[src/aib_txdp_pkg.sv]
// Shared widths, mode encodings, APB map and config/status structs for the
// TX phase-compensation datapath. Configuration is quasi-static and is
// sampled by both clock domains without synchronizers.
// Thresholds are FIFO_AW bits wide, so a full-count threshold of 16 is
// not representable.
package aib_txdp_pkg;

  // ************************************************************************
  // Widths
  // ************************************************************************
  localparam int LANE_W     = 80;                   // One lane slice
  localparam int NUM_LANES  = 4;                    // Slices per word
  localparam int WORD_W     = NUM_LANES * LANE_W;   // 320-bit FIFO word
  localparam int FIFO_AW    = 4;                    // 16 entries
  localparam int FIFO_DEPTH = 1 << FIFO_AW;

  typedef logic [WORD_W-1:0]  txdp_word_t;          // Data word
  typedef logic [FIFO_AW-1:0] fifo_thr_t;           // Flag threshold
  typedef logic [FIFO_AW:0]   fifo_ptr_t;           // Pointer with wrap bit
  typedef logic [3:0]         rd_delay_t;           // Read delay select
  typedef logic [4:0]         mkbit_t;              // Marker position one-hot

  // FIFO mode, matches CTRL[1:0]
  typedef enum logic [1:0] {
    FIFO_1X = 2'b00,                                // Full rate
    FIFO_2X = 2'b01,                                // Half rate
    FIFO_4X = 2'b10,                                // Quarter rate
    REG_MOD = 2'b11                                 // FIFO disabled
  } fifo_mode_e;

  typedef struct packed {
    fifo_mode_e fifo_mode;
    logic       wm_en;                              // Marker insert enable
    logic       gen2_mode;
    mkbit_t     mkbit;
    rd_delay_t  rd_delay;
    fifo_thr_t  thr_empty;
    fifo_thr_t  thr_pempty;
    fifo_thr_t  thr_pfull;
    fifo_thr_t  thr_full;
  } txdp_cfg_t;

  // full/pfull from write side, empty/pempty from read side
  typedef struct packed {
    logic full;
    logic pfull;
    logic empty;
    logic pempty;
  } txdp_flags_t;

  // ************************************************************************
  // APB register map
  // ************************************************************************
  typedef logic [7:0]  apb_addr_t;
  typedef logic [31:0] apb_data_t;

  localparam apb_addr_t ADDR_CTRL = 8'h00;          // Mode, markers, rd delay
  localparam apb_addr_t ADDR_THR  = 8'h04;          // Flag thresholds

endpackage

[src/aib_adapttxdp_cfg.sv]
// Zero-wait-state APB slave with the CTRL and THR registers, clocked by
// rd_clk. No pready. Unmapped addresses return zero with pslverr high in
// the access phase, and writes to them are ignored. Register outputs feed
// both clock domains directly, so change them only while the datapath is
// held in reset or idle.
`timescale 1ns/1ps

module aib_adapttxdp_cfg (
  input  logic                    clk,              // rd_clk
  input  logic                    rd_rst_n,
  input  aib_txdp_pkg::apb_addr_t paddr,
  input  logic                    psel,
  input  logic                    penable,
  input  logic                    pwrite,
  input  aib_txdp_pkg::apb_data_t pwdata,
  output aib_txdp_pkg::apb_data_t prdata,
  output logic                    pslverr,
  output aib_txdp_pkg::txdp_cfg_t cfg_o
);

  import aib_txdp_pkg::*;

  txdp_cfg_t cfg_q;
  logic      access;                                // APB access phase
  logic      hit_ctrl, hit_thr;

  assign access   = psel & penable;
  assign hit_ctrl = (paddr == ADDR_CTRL);
  assign hit_thr  = (paddr == ADDR_THR);

  always_ff @(posedge clk) begin
    if (!rd_rst_n) begin
      cfg_q <= '0;                                  // FIFO_1X, markers off
    end else if (access && pwrite) begin
      if (hit_ctrl) begin
        cfg_q.fifo_mode <= fifo_mode_e'(pwdata[1:0]);
        cfg_q.wm_en     <= pwdata[2];
        cfg_q.gen2_mode <= pwdata[3];
        cfg_q.mkbit     <= pwdata[8:4];
        cfg_q.rd_delay  <= pwdata[15:12];
      end
      if (hit_thr) begin
        cfg_q.thr_empty  <= pwdata[3:0];
        cfg_q.thr_pempty <= pwdata[7:4];
        cfg_q.thr_pfull  <= pwdata[11:8];
        cfg_q.thr_full   <= pwdata[15:12];
      end
    end
  end

  // Read mux, reserved bits read zero
  always_comb begin
    prdata = '0;
    if (hit_ctrl) begin
      prdata = {16'h0, cfg_q.rd_delay, 3'b000, cfg_q.mkbit,
                cfg_q.gen2_mode, cfg_q.wm_en, cfg_q.fifo_mode};
    end else if (hit_thr) begin
      prdata = {16'h0, cfg_q.thr_full, cfg_q.thr_pfull,
                cfg_q.thr_pempty, cfg_q.thr_empty};
    end
  end

  assign pslverr = access & ~(hit_ctrl | hit_thr);  // Unmapped address
  assign cfg_o   = cfg_q;

endmodule

[config.mk]
export PLATFORM = sky130hd
export DESIGN_NAME = aib_adapttxdp_cfg
export DESIGN_NICKNAME = d
export VERILOG_FILES = /design/src/aib_txdp_pkg.sv /design/src/aib_adapttxdp_cfg.sv
export SDC_FILE = /design/constraint.sdc
export NUM_CORES = 1
export LEC_CHECK = 0
export ABC_AREA = 0
export BUFFER_PORTS_ARGS = -buffer_cell sky130_fd_sc_hd__buf_2
export CORE_UTILIZATION = 37
export CTS_CLUSTER_SIZE = 25
export DETAILED_ROUTE_END_ITERATION = 8
export PLACE_DENSITY = 0.77
export SLEW_MARGIN = 20
export SYNTH_ARGS = -nofsm -noshare
export SYNTH_HDL_FRONTEND = slang
export SYNTH_SLANG_ARGS = --single-unit
[constraint.sdc]
create_clock -name clk -period 1.3 [get_ports clk]
set_input_delay 0.26 -clock clk [delete_from_list [all_inputs] [get_ports clk]]
set_output_delay 0.26 -clock clk [all_outputs]
set_load 0.1 [all_outputs]
==> impl_metrics.csv, run 1 <==
group,metric,value,unit
run,drv_cap,0,
finish,largest_reg_flops,29,
global_routing,grt_usage,20.0,%
setup_path,r2r_end,"cfg_o[7]",
timing,setup_viol,17,
power,power_frac_comb,18.9,%
finish,drive_above_1_share,57.3,%
logic_synthesis,synth-seq-cells,29,
timing,maxSlewViolCount,0,
setup_path,cp.arrival,1310,ps
hold_path,worstHoldStart,"pwdata[10]",
setup_path,r2r_cells,2,
hold_path,hold_path_depth,3,
hold_path,min_to,"cfg_o[6]",
run_status,failed_checks,"negative setup slack",
power,power_density,667,nW/µm²
power,clkPwrFrac,36.8,%
power,p_sw,600,µW
logic_synthesis,syn_inst,167,
timing,max_freq,637,MHz
setup_path,required,1040,ps
detailed_routing,wire_per_inst,13.5,µm
clocking,cts_num_sinks,29,
timing,setup_ws,-271,ps
clocking,cts_buffer_depth,2,
clocking,cts-root-buf,"clkbuf_8",
clocking,htree_levels,2,
global_routing,grt_max_degree,46,
global_routing,grt_pass1_wl,6.37,mm
logic_synthesis,synth.distinct_cells,16,
setup_path,startpoint,"paddr[3]",
finish,n_antenna_cell,0,
power,netSwitchingFraction,30.4,%
setup_path,ff2ff_setup_slack,630,ps
timing,fin_hold_ws,221,ps
floorplanning,core,3770,µm²
finish,final_cells,296,
power,internal_power,1.38,mW
placed_design,post-dp-hpwl,3.00,mm
floorplanning,rows,22,
detailed_routing,drt_iter0_drc,31,
detailed_routing,drc,0,
timing,skew,0,ps
clocking,hold_buffers,0,
timing,final_hold_viol_count,0,
logic_synthesis,yosysWarnings,0,
logic_synthesis,synth_largest_area_cell,"dfxtp_1",
power,finalPower,1.98,mW
logic_synthesis,ys_top_cells_by_area,"dfxtp_1 39%, mux2i_1 28%, nand2_1 11%, buf_4 8.0%, nor2_1 3.2%",
floorplanning,start_util,39.9,%
timing,min_period_over_period,121,%
global_routing,grt_pass1_vias,1354,
power,leakage,1.41,nW
placed_design,place_congestion,0.663,
detailed_routing,dr.pass1.iters,4,
global_routing,globalRouteOverflowTotal,0,
logic_synthesis,syn_area_per_cell,9.01,µm²
timing,rsz0062_at_grt,"yes",
logic_synthesis,synth.top_cell.area_share,38.6,%
setup_path,timing.rr.start,"cfg_o[7]",
setup_path,critPathCaptureType,"output port",
placed_design,post-place-ws,-329,ps
detailed_routing,wirelength,4.00,mm
clocking,cts_tree,"built",
power,p_seq_share,44.3,%
placed_design,dp.cells,287,
detailed_routing,vias,1397,
setup_path,crit_path_start_kind,"input pin",
setup_path,path_max_fanout,7,
logic_synthesis,seq_area_frac_synth,38.6,%
logic_synthesis,syn-cell-area,1510,µm²
clocking,cts.clk_slew.worst_paths,50,ps
detailed_routing,ant_nets,0,
floorplanning,die_w,65.8,µm
detailed_routing,viasPerCell,4.72,
clocking,clock_latency,270,ps
timing,final.min_clock_period,1570,ps
setup_path,critPathKind,"input pin to output port",
floorplanning,die-area,4330,µm²
clocking,cts_buffers,5,
global_routing,antenna_found_initial,0,
placed_design,io_buffers,74,
run_status,status,"finished with violations",
finish,area_delta_synth_final,97.1,%
floorplanning,boundaryPins,107,
finish,final_nets,293,
hold_path,hold_path_class,"input pin to flop",
floorplanning,die_h,65.8,µm
power,ir_drop,772,µV
## through the flow
stage | util, % | TNS, ps | instance area (µm²)
final | 78.7 | -4280 | 2970
after global routing | 78.7 | -5200 | 2970
after CTS | 77.6 | -4430 | 2930
after detailed placement | 74.4 | -8680 | 2800
after global placement | 74.4 | -7050 | 2800
after floorplan | - | -7770 | 1750
## synthesized netlist by cell type
cell type,count
nand4b_2,1
buf_2,1
mux2i_1,42
clkbuf_1,6
nand4_4,1
nor4_4,1
buf_4,16
dfxtp_1,29
nor3_2,1
buf_1,1
nor2_1,13
and2_1,1
conb_1,1
buf_6,2
nand2_1,46
and3_1,5
## layout by cell type, fill, tap and decap left out, drive strengths merged
| cell type | instances |
|---|---|
| conb | 16 |
| and3 | 5 |
| nor3 | 1 |
| nor2 | 13 |
| nand4b | 1 |
| dfxtp | 29 |
| mux2i | 42 |
| and2 | 1 |
| nand2 | 46 |
| nor4 | 1 |
| clkbuf | 8 |
| nand4 | 1 |
| buf | 84 |
## what timing repair did
action | in CTS | in global routing
gates resized for setup | 7 | 2
endpoints found under the setup margin | 17 | 18
cloned | 0 | 1
pin swaps | 4 | 4
buffers inserted | 1 | 1
## worst max-delay path by stage
stage	end	slack (ps)	depth (start not counted)
final	prdata[0]	-270	6
after global routing	prdata[3]	-320	6
after CTS	prdata[3]	-300	6
after detailed placement	prdata[7]	-330	6
after global placement	prdata[7]	-280	6
after floorplan	prdata[0]	-540	4
## metal layers
metal	vias to the layer above	share of wire (%)	track usage, %	wire, µm
met4	0	1.9	6.79	76
met2	66	53	37.2	2130
met5	-	0	0	0
li1	681	-	-	-
met1	642	37	20.2	1480
met3	8	8.0	7.24	318
## power by group through the flow
stage	Combinational (mW)	Sequential (mW)	Clock, mW
6_report	0.374	0.877	0.727
5_1_grt	0.391	0.876	0.803
4_1_cts	0.372	0.877	0.751
3_5_place_dp	0.363	0.896	0
3_3_place_gp	0.359	0.896	0
2_1_floorplan	0.317	0.898	0
## final cells by class
type,instances,area [µm²]
fill,253,805
multi-input combinational,127,932
clock buffer,7,86.3
tap,48,60.1
timing repair buffer,85,1260
sequential,29,632
## worst max-delay path, cell delays in order
cell	delay, ps
buf_6	100
nor4_4	320
nand2_2	160
buf_12	180
nor2_4	110
buf_12	180
## logic make-up (layout without fill, tap and decap cells)
family,count (synthesis),count (layout),synth area share (%)
buf+inv,26,92,11.6
flops,29,29,38.6
simple gates,69,69,21.7
other cells,1,16,0.249
mux,42,42,27.9
Power figures use the tool's default switching activity.
==> run 2, diff against run 1 <==
PLACE_DENSITY = 0.78   (was 0.77)
==> impl_metrics.csv, run 2 (same netlist as run 1, synthesis figures left out) <==
group,metric,value,unit
timing,final_hold_viol_count,0,
floorplanning,core,3770,µm²
clocking,cts_num_sinks,29,
timing,setup_ws,-302,ps
floorplanning,die_h,65.8,µm
timing,maxSlewViolCount,0,
detailed_routing,drt_iter0_drc,27,
detailed_routing,ant_nets,0,
run_status,failed_checks,"negative setup slack",
floorplanning,start_util,39.9,%
setup_path,required,1040,ps
clocking,clock_latency,270,ps
global_routing,grt_pass1_wl,6.45,mm
global_routing,antenna_found_initial,0,
setup_path,critPathKind,"input pin to output port",
detailed_routing,drc,0,
finish,n_antenna_cell,0,
floorplanning,die-area,4330,µm²
detailed_routing,dr.pass1.iters,4,
finish,final_nets,293,
timing,min_period_over_period,123,%
clocking,cts.clk_slew.worst_paths,60,ps
power,ir_drop,698,µV
finish,final_core_util,78.5,%
timing,final.min_clock_period,1600,ps
global_routing,grt_usage,20.1,%
finish,ff_latch_area,632,µm²
floorplanning,boundaryPins,107,
power,power_density,719,nW/µm²
placed_design,place_congestion,0.714,
hold_path,hold_path_class,"input pin to flop",
power,leakage,1.40,nW
clocking,hold_buffers,0,
timing,skew,0,ps
finish,area_delta_synth_final,96.7,%
clocking,cts_buffers,5,
clocking,htree_levels,2,
placed_design,post-place-ws,-349,ps
clocking,cts_tree,"built",
run,drv_cap,0,
setup_path,critPathCaptureType,"output port",
finish,drive_above_1_share,57.4,%
finish,largest_reg_flops,29,
finish,multi_input_comb_area,923,µm²
detailed_routing,wire_per_inst,13.6,µm
global_routing,grt_pass1_vias,1378,
setup_path,crit_path_start_kind,"input pin",
timing,rsz0062_at_grt,"yes",
timing,max_freq,624,MHz
global_routing,globalRouteOverflowTotal,0,
placed_design,post-dp-hpwl,3.03,mm
run_status,status,"finished with violations",
clocking,cts_buffer_depth,2,
finish,final_cells,297,
detailed_routing,wirelength,4.05,mm
setup_path,path_max_fanout,6,
clocking,cts-root-buf,"clkbuf_8",
placed_design,io_buffers,74,
finish,n_fill_cell,243,
detailed_routing,vias,1387,
floorplanning,die_w,65.8,µm
detailed_routing,viasPerCell,4.67,
finish,final_common_cell,"buf_12",
setup_path,cp.arrival,1340,ps
floorplanning,rows,22,
timing,setup_viol,17,
finish,mostFrequentLayoutCells,"51 x buf_12, 45 x nand2_1, 42 x mux2i_1",
placed_design,dp.cells,289,
global_routing,grt_max_degree,46,
==> run 2: cell types whose count changed in the layout (fill, tap and decap cells not counted) <==
cell and delta:
buf_12 -1, buf_6 +2, nand4b_2 +1, nand4b_4 -1
==> run 2: routing by layer <==
layer / part of all wire (%) / global-route usage (%)
met1: 37 / 22.0
met5: 0 / 0
met4: 0.99 / 6.25
met3: 6.5 / 5.69
met2: 55 / 36.7
==> run 2: final timing paths <==
kind | startpoint | endpoint | slack, ps | cells after the start
hold / removal | pwdata[10] | cfg_o[6] | 220 | 3
setup / recovery | paddr[3] | prdata[7] | -300 | 6
hold reg to reg | cfg_o[14] | cfg_o[14] | 490 | 2
setup reg to reg | cfg_o[2] | cfg_o[2] | 640 | 2
==> run 2: worst max-delay path: stages <==
cell and delay (ps):
buf_6 100, nor4_4 330, nand2_2 170, buf_12 190, nor2_4 110, buf_12 180
==> run 2: per-stage QoR <==
stage | TNS (ps) | area (µm²) | hold slack, ps | total power [mW]
floorplan | -7770 | 1750 | 391 | 1.22
global placement | -7600 | 2810 | 472 | 1.26
detailed placement | -9950 | 2810 | 480 | 1.26
CTS | -5150 | 2960 | 217 | 2.16
global route | -5700 | 2960 | 231 | 2.23
finish | -4730 | 2960 | 217 | 2.13
==> run 2: final cells by class <==
class / count / share of cell area (%)
clock buffer: 8 / 3.76
timing repair buffer: 85 / 41.7
multi-input combinational: 127 / 31.2
tap: 48 / 2.03
sequential: 29 / 21.3
==> run 2: repair_timing <==
| action | in CTS | in global routing |
|---|---|---|
| resized for setup | 9 | 1 |
| setup endpoints to repair | 17 | 17 |
| setup buffers | 0 | 0 |
| pin swaps | 3 | 3 |
==> run 2: power breakdown <==
part / total (mW) / internal, mW / switching, mW
Clock: 0.877 / 0.546 / 0.331
Combinational: 0.375 / 0.0828 / 0.292
Sequential: 0.876 / 0.876 / 0.000426
Total: 2.13 / 1.51 / 0.623
==> run 3, diff against run 2 <==
CORE_UTILIZATION = 38   (was 37)
CTS_BUF_LIST = sky130_fd_sc_hd__clkbuf_8   (was unset)
PLACE_DENSITY = 0.79   (was 0.78)
==> impl_metrics.csv, run 3 (same netlist as run 1, synthesis figures left out) <==
group,metric,value,unit
run_status,status,"finished with violations",
run_status,failed_checks,"negative setup slack",
global_routing,globalRouteOverflowTotal,0,
global_routing,grt_pass1_wl,6.95,mm
finish,fin_area,3000,µm²
finish,n_antenna_cell,0,
floorplanning,boundaryPins,107,
setup_path,critPathCaptureType,"output port",
setup_path,path_max_fanout,3,
floorplanning,die-area,4220,µm²
floorplanning,die_w,64.9,µm
clocking,cts_buffer_depth,2,
placed_design,place_area,2820,µm²
detailed_routing,wire_per_inst,15.0,µm
placed_design,io_buffers,74,
timing,final.min_clock_period,1650,ps
power,p_seq_share,45.6,%
clocking,hold_buffers,0,
clocking,clock_latency,270,ps
setup_path,max_stage_delay,320,ps
timing,setup_viol,17,
power,netSwitchingFraction,31.4,%
detailed_routing,vias,1436,
finish,final_core_util,80.7,%
placed_design,post-dp-hpwl,3.22,mm
timing,final_hold_viol_count,0,
setup_path,slowest_stage,"nor4_4",
detailed_routing,wirelength,4.46,mm
finish,drive_above_1_share,57.6,%
floorplanning,die_h,64.9,µm
timing,rsz0062_at_grt,"yes",
hold_path,hold_path_class,"input pin to flop",
clocking,cts.clk_slew.worst_paths,60,ps
power,ir_drop,685,µV
clocking,cts_buffers,5,
timing,setup_ws,-346,ps
power,p_sw,603,µW
power,clkPwrFrac,34.3,%
finish,final_common_cell,"buf_12",
timing,skew,0,ps
finish,mostFrequentLayoutCells,"53 x buf_12, 45 x nand2_1, 41 x mux2i_1",
global_routing,grt_max_degree,46,
power,internal_power,1.32,mW
setup_path,crit_chain,"buf_6, nor4_4, buf_4, and2_4, and3_4, buf_12",
finish,area_delta_synth_final,99.3,%
power,leakage,1.43,nW
global_routing,antenna_found_initial,0,
clocking,cts_num_sinks,29,
detailed_routing,drc,0,
power,power_density,641,nW/µm²
setup_path,required,1040,ps
detailed_routing,drt_iter0_drc,41,
power,finalPower,1.92,mW
timing,fin_setup_tns,-5090,ps
floorplanning,core,3720,µm²
detailed_routing,ant_nets,0,
clocking,htree_levels,2,
detailed_routing,viasPerCell,4.82,
finish,final_nets,294,
finish,n_fill_cell,228,
timing,maxSlewViolCount,0,
global_routing,grt_usage,22.7,%
run,drv_cap,0,
timing,max_freq,608,MHz
power,power_frac_comb,20.1,%
timing,min_period_over_period,127,%
detailed_routing,dr.pass1.iters,6,
finish,largest_reg_flops,29,
clocking,cts-root-buf,"clkbuf_8",
floorplanning,start_util,40.5,%
placed_design,place_congestion,0.756,
setup_path,cp.arrival,1390,ps
clocking,cts_tree,"built",
global_routing,grt_pass1_vias,1410,
setup_path,critPathKind,"input pin to output port",
setup_path,crit_path_start_kind,"input pin",
floorplanning,rows,22,
## run 3: final cells by class
type                    count  area [µm²]  share of cell area, %
clock buffers               5        68.8                   2.29
clock inverters             3        11.3                  0.375
multi-input cells         127         948                   31.6
flip-flops and latches     29         632                   21.1
well taps                  48        60.1                   2.00
repair buffers             86        1280                   42.6
## run 3: path summary, 6_finish.rpt
path	to	start	slack (ps)	cells past startpoint
setup / recovery	prdata[9]	paddr[6]	-350	6
hold reg to reg	cfg_o[23]	cfg_o[23]	490	2
setup reg to reg	cfg_o[26]	cfg_o[26]	630	2
hold / removal	cfg_o[6]	pwdata[10]	230	3
## run 3: per-layer routing
layer | vias to the layer above | GRT usage, % | wire, µm
li1 | 686 | - | -
met1 | 679 | 21.4 | 1600
met2 | 62 | 44.8 | 2470
met3 | 9 | 7.04 | 292
met4 | 0 | 8.33 | 91
met5 | - | 0 | 0
## run 3: timing repair
action / CTS / global route
hold endpoints to repair: 0 / 0
resized for setup: 11 / 3
setup endpoints to repair: 17 / 22
pin swaps: 4 / 1
setup buffers: 1 / 1
cloned: 0 / 1
## run 3: power by group through the flow
stage / sequential (mW) / combinational, mW / clock, mW
finish: 0.877 / 0.387 / 0.660
global route: 0.876 / 0.402 / 0.728
CTS: 0.877 / 0.385 / 0.684
detailed placement: 0.896 / 0.366 / 0
global placement: 0.896 / 0.360 / 0
floorplan: 0.898 / 0.317 / 0
## run 3: worst max-delay path: cells and delay by family
family	cells	cell delay, ps
buf+inv	3	440
simple gates	3	670
## run 3: per-stage QoR
step | hold slack (ps) | cells | worst slack (ps)
after global routing | 216 | 298 | -368
after CTS | 222 | 297 | -329
after detailed placement | 482 | 288 | -404
final | 229 | 298 | -346
after floorplan | 391 | 182 | -542
after global placement | 474 | 288 | -314
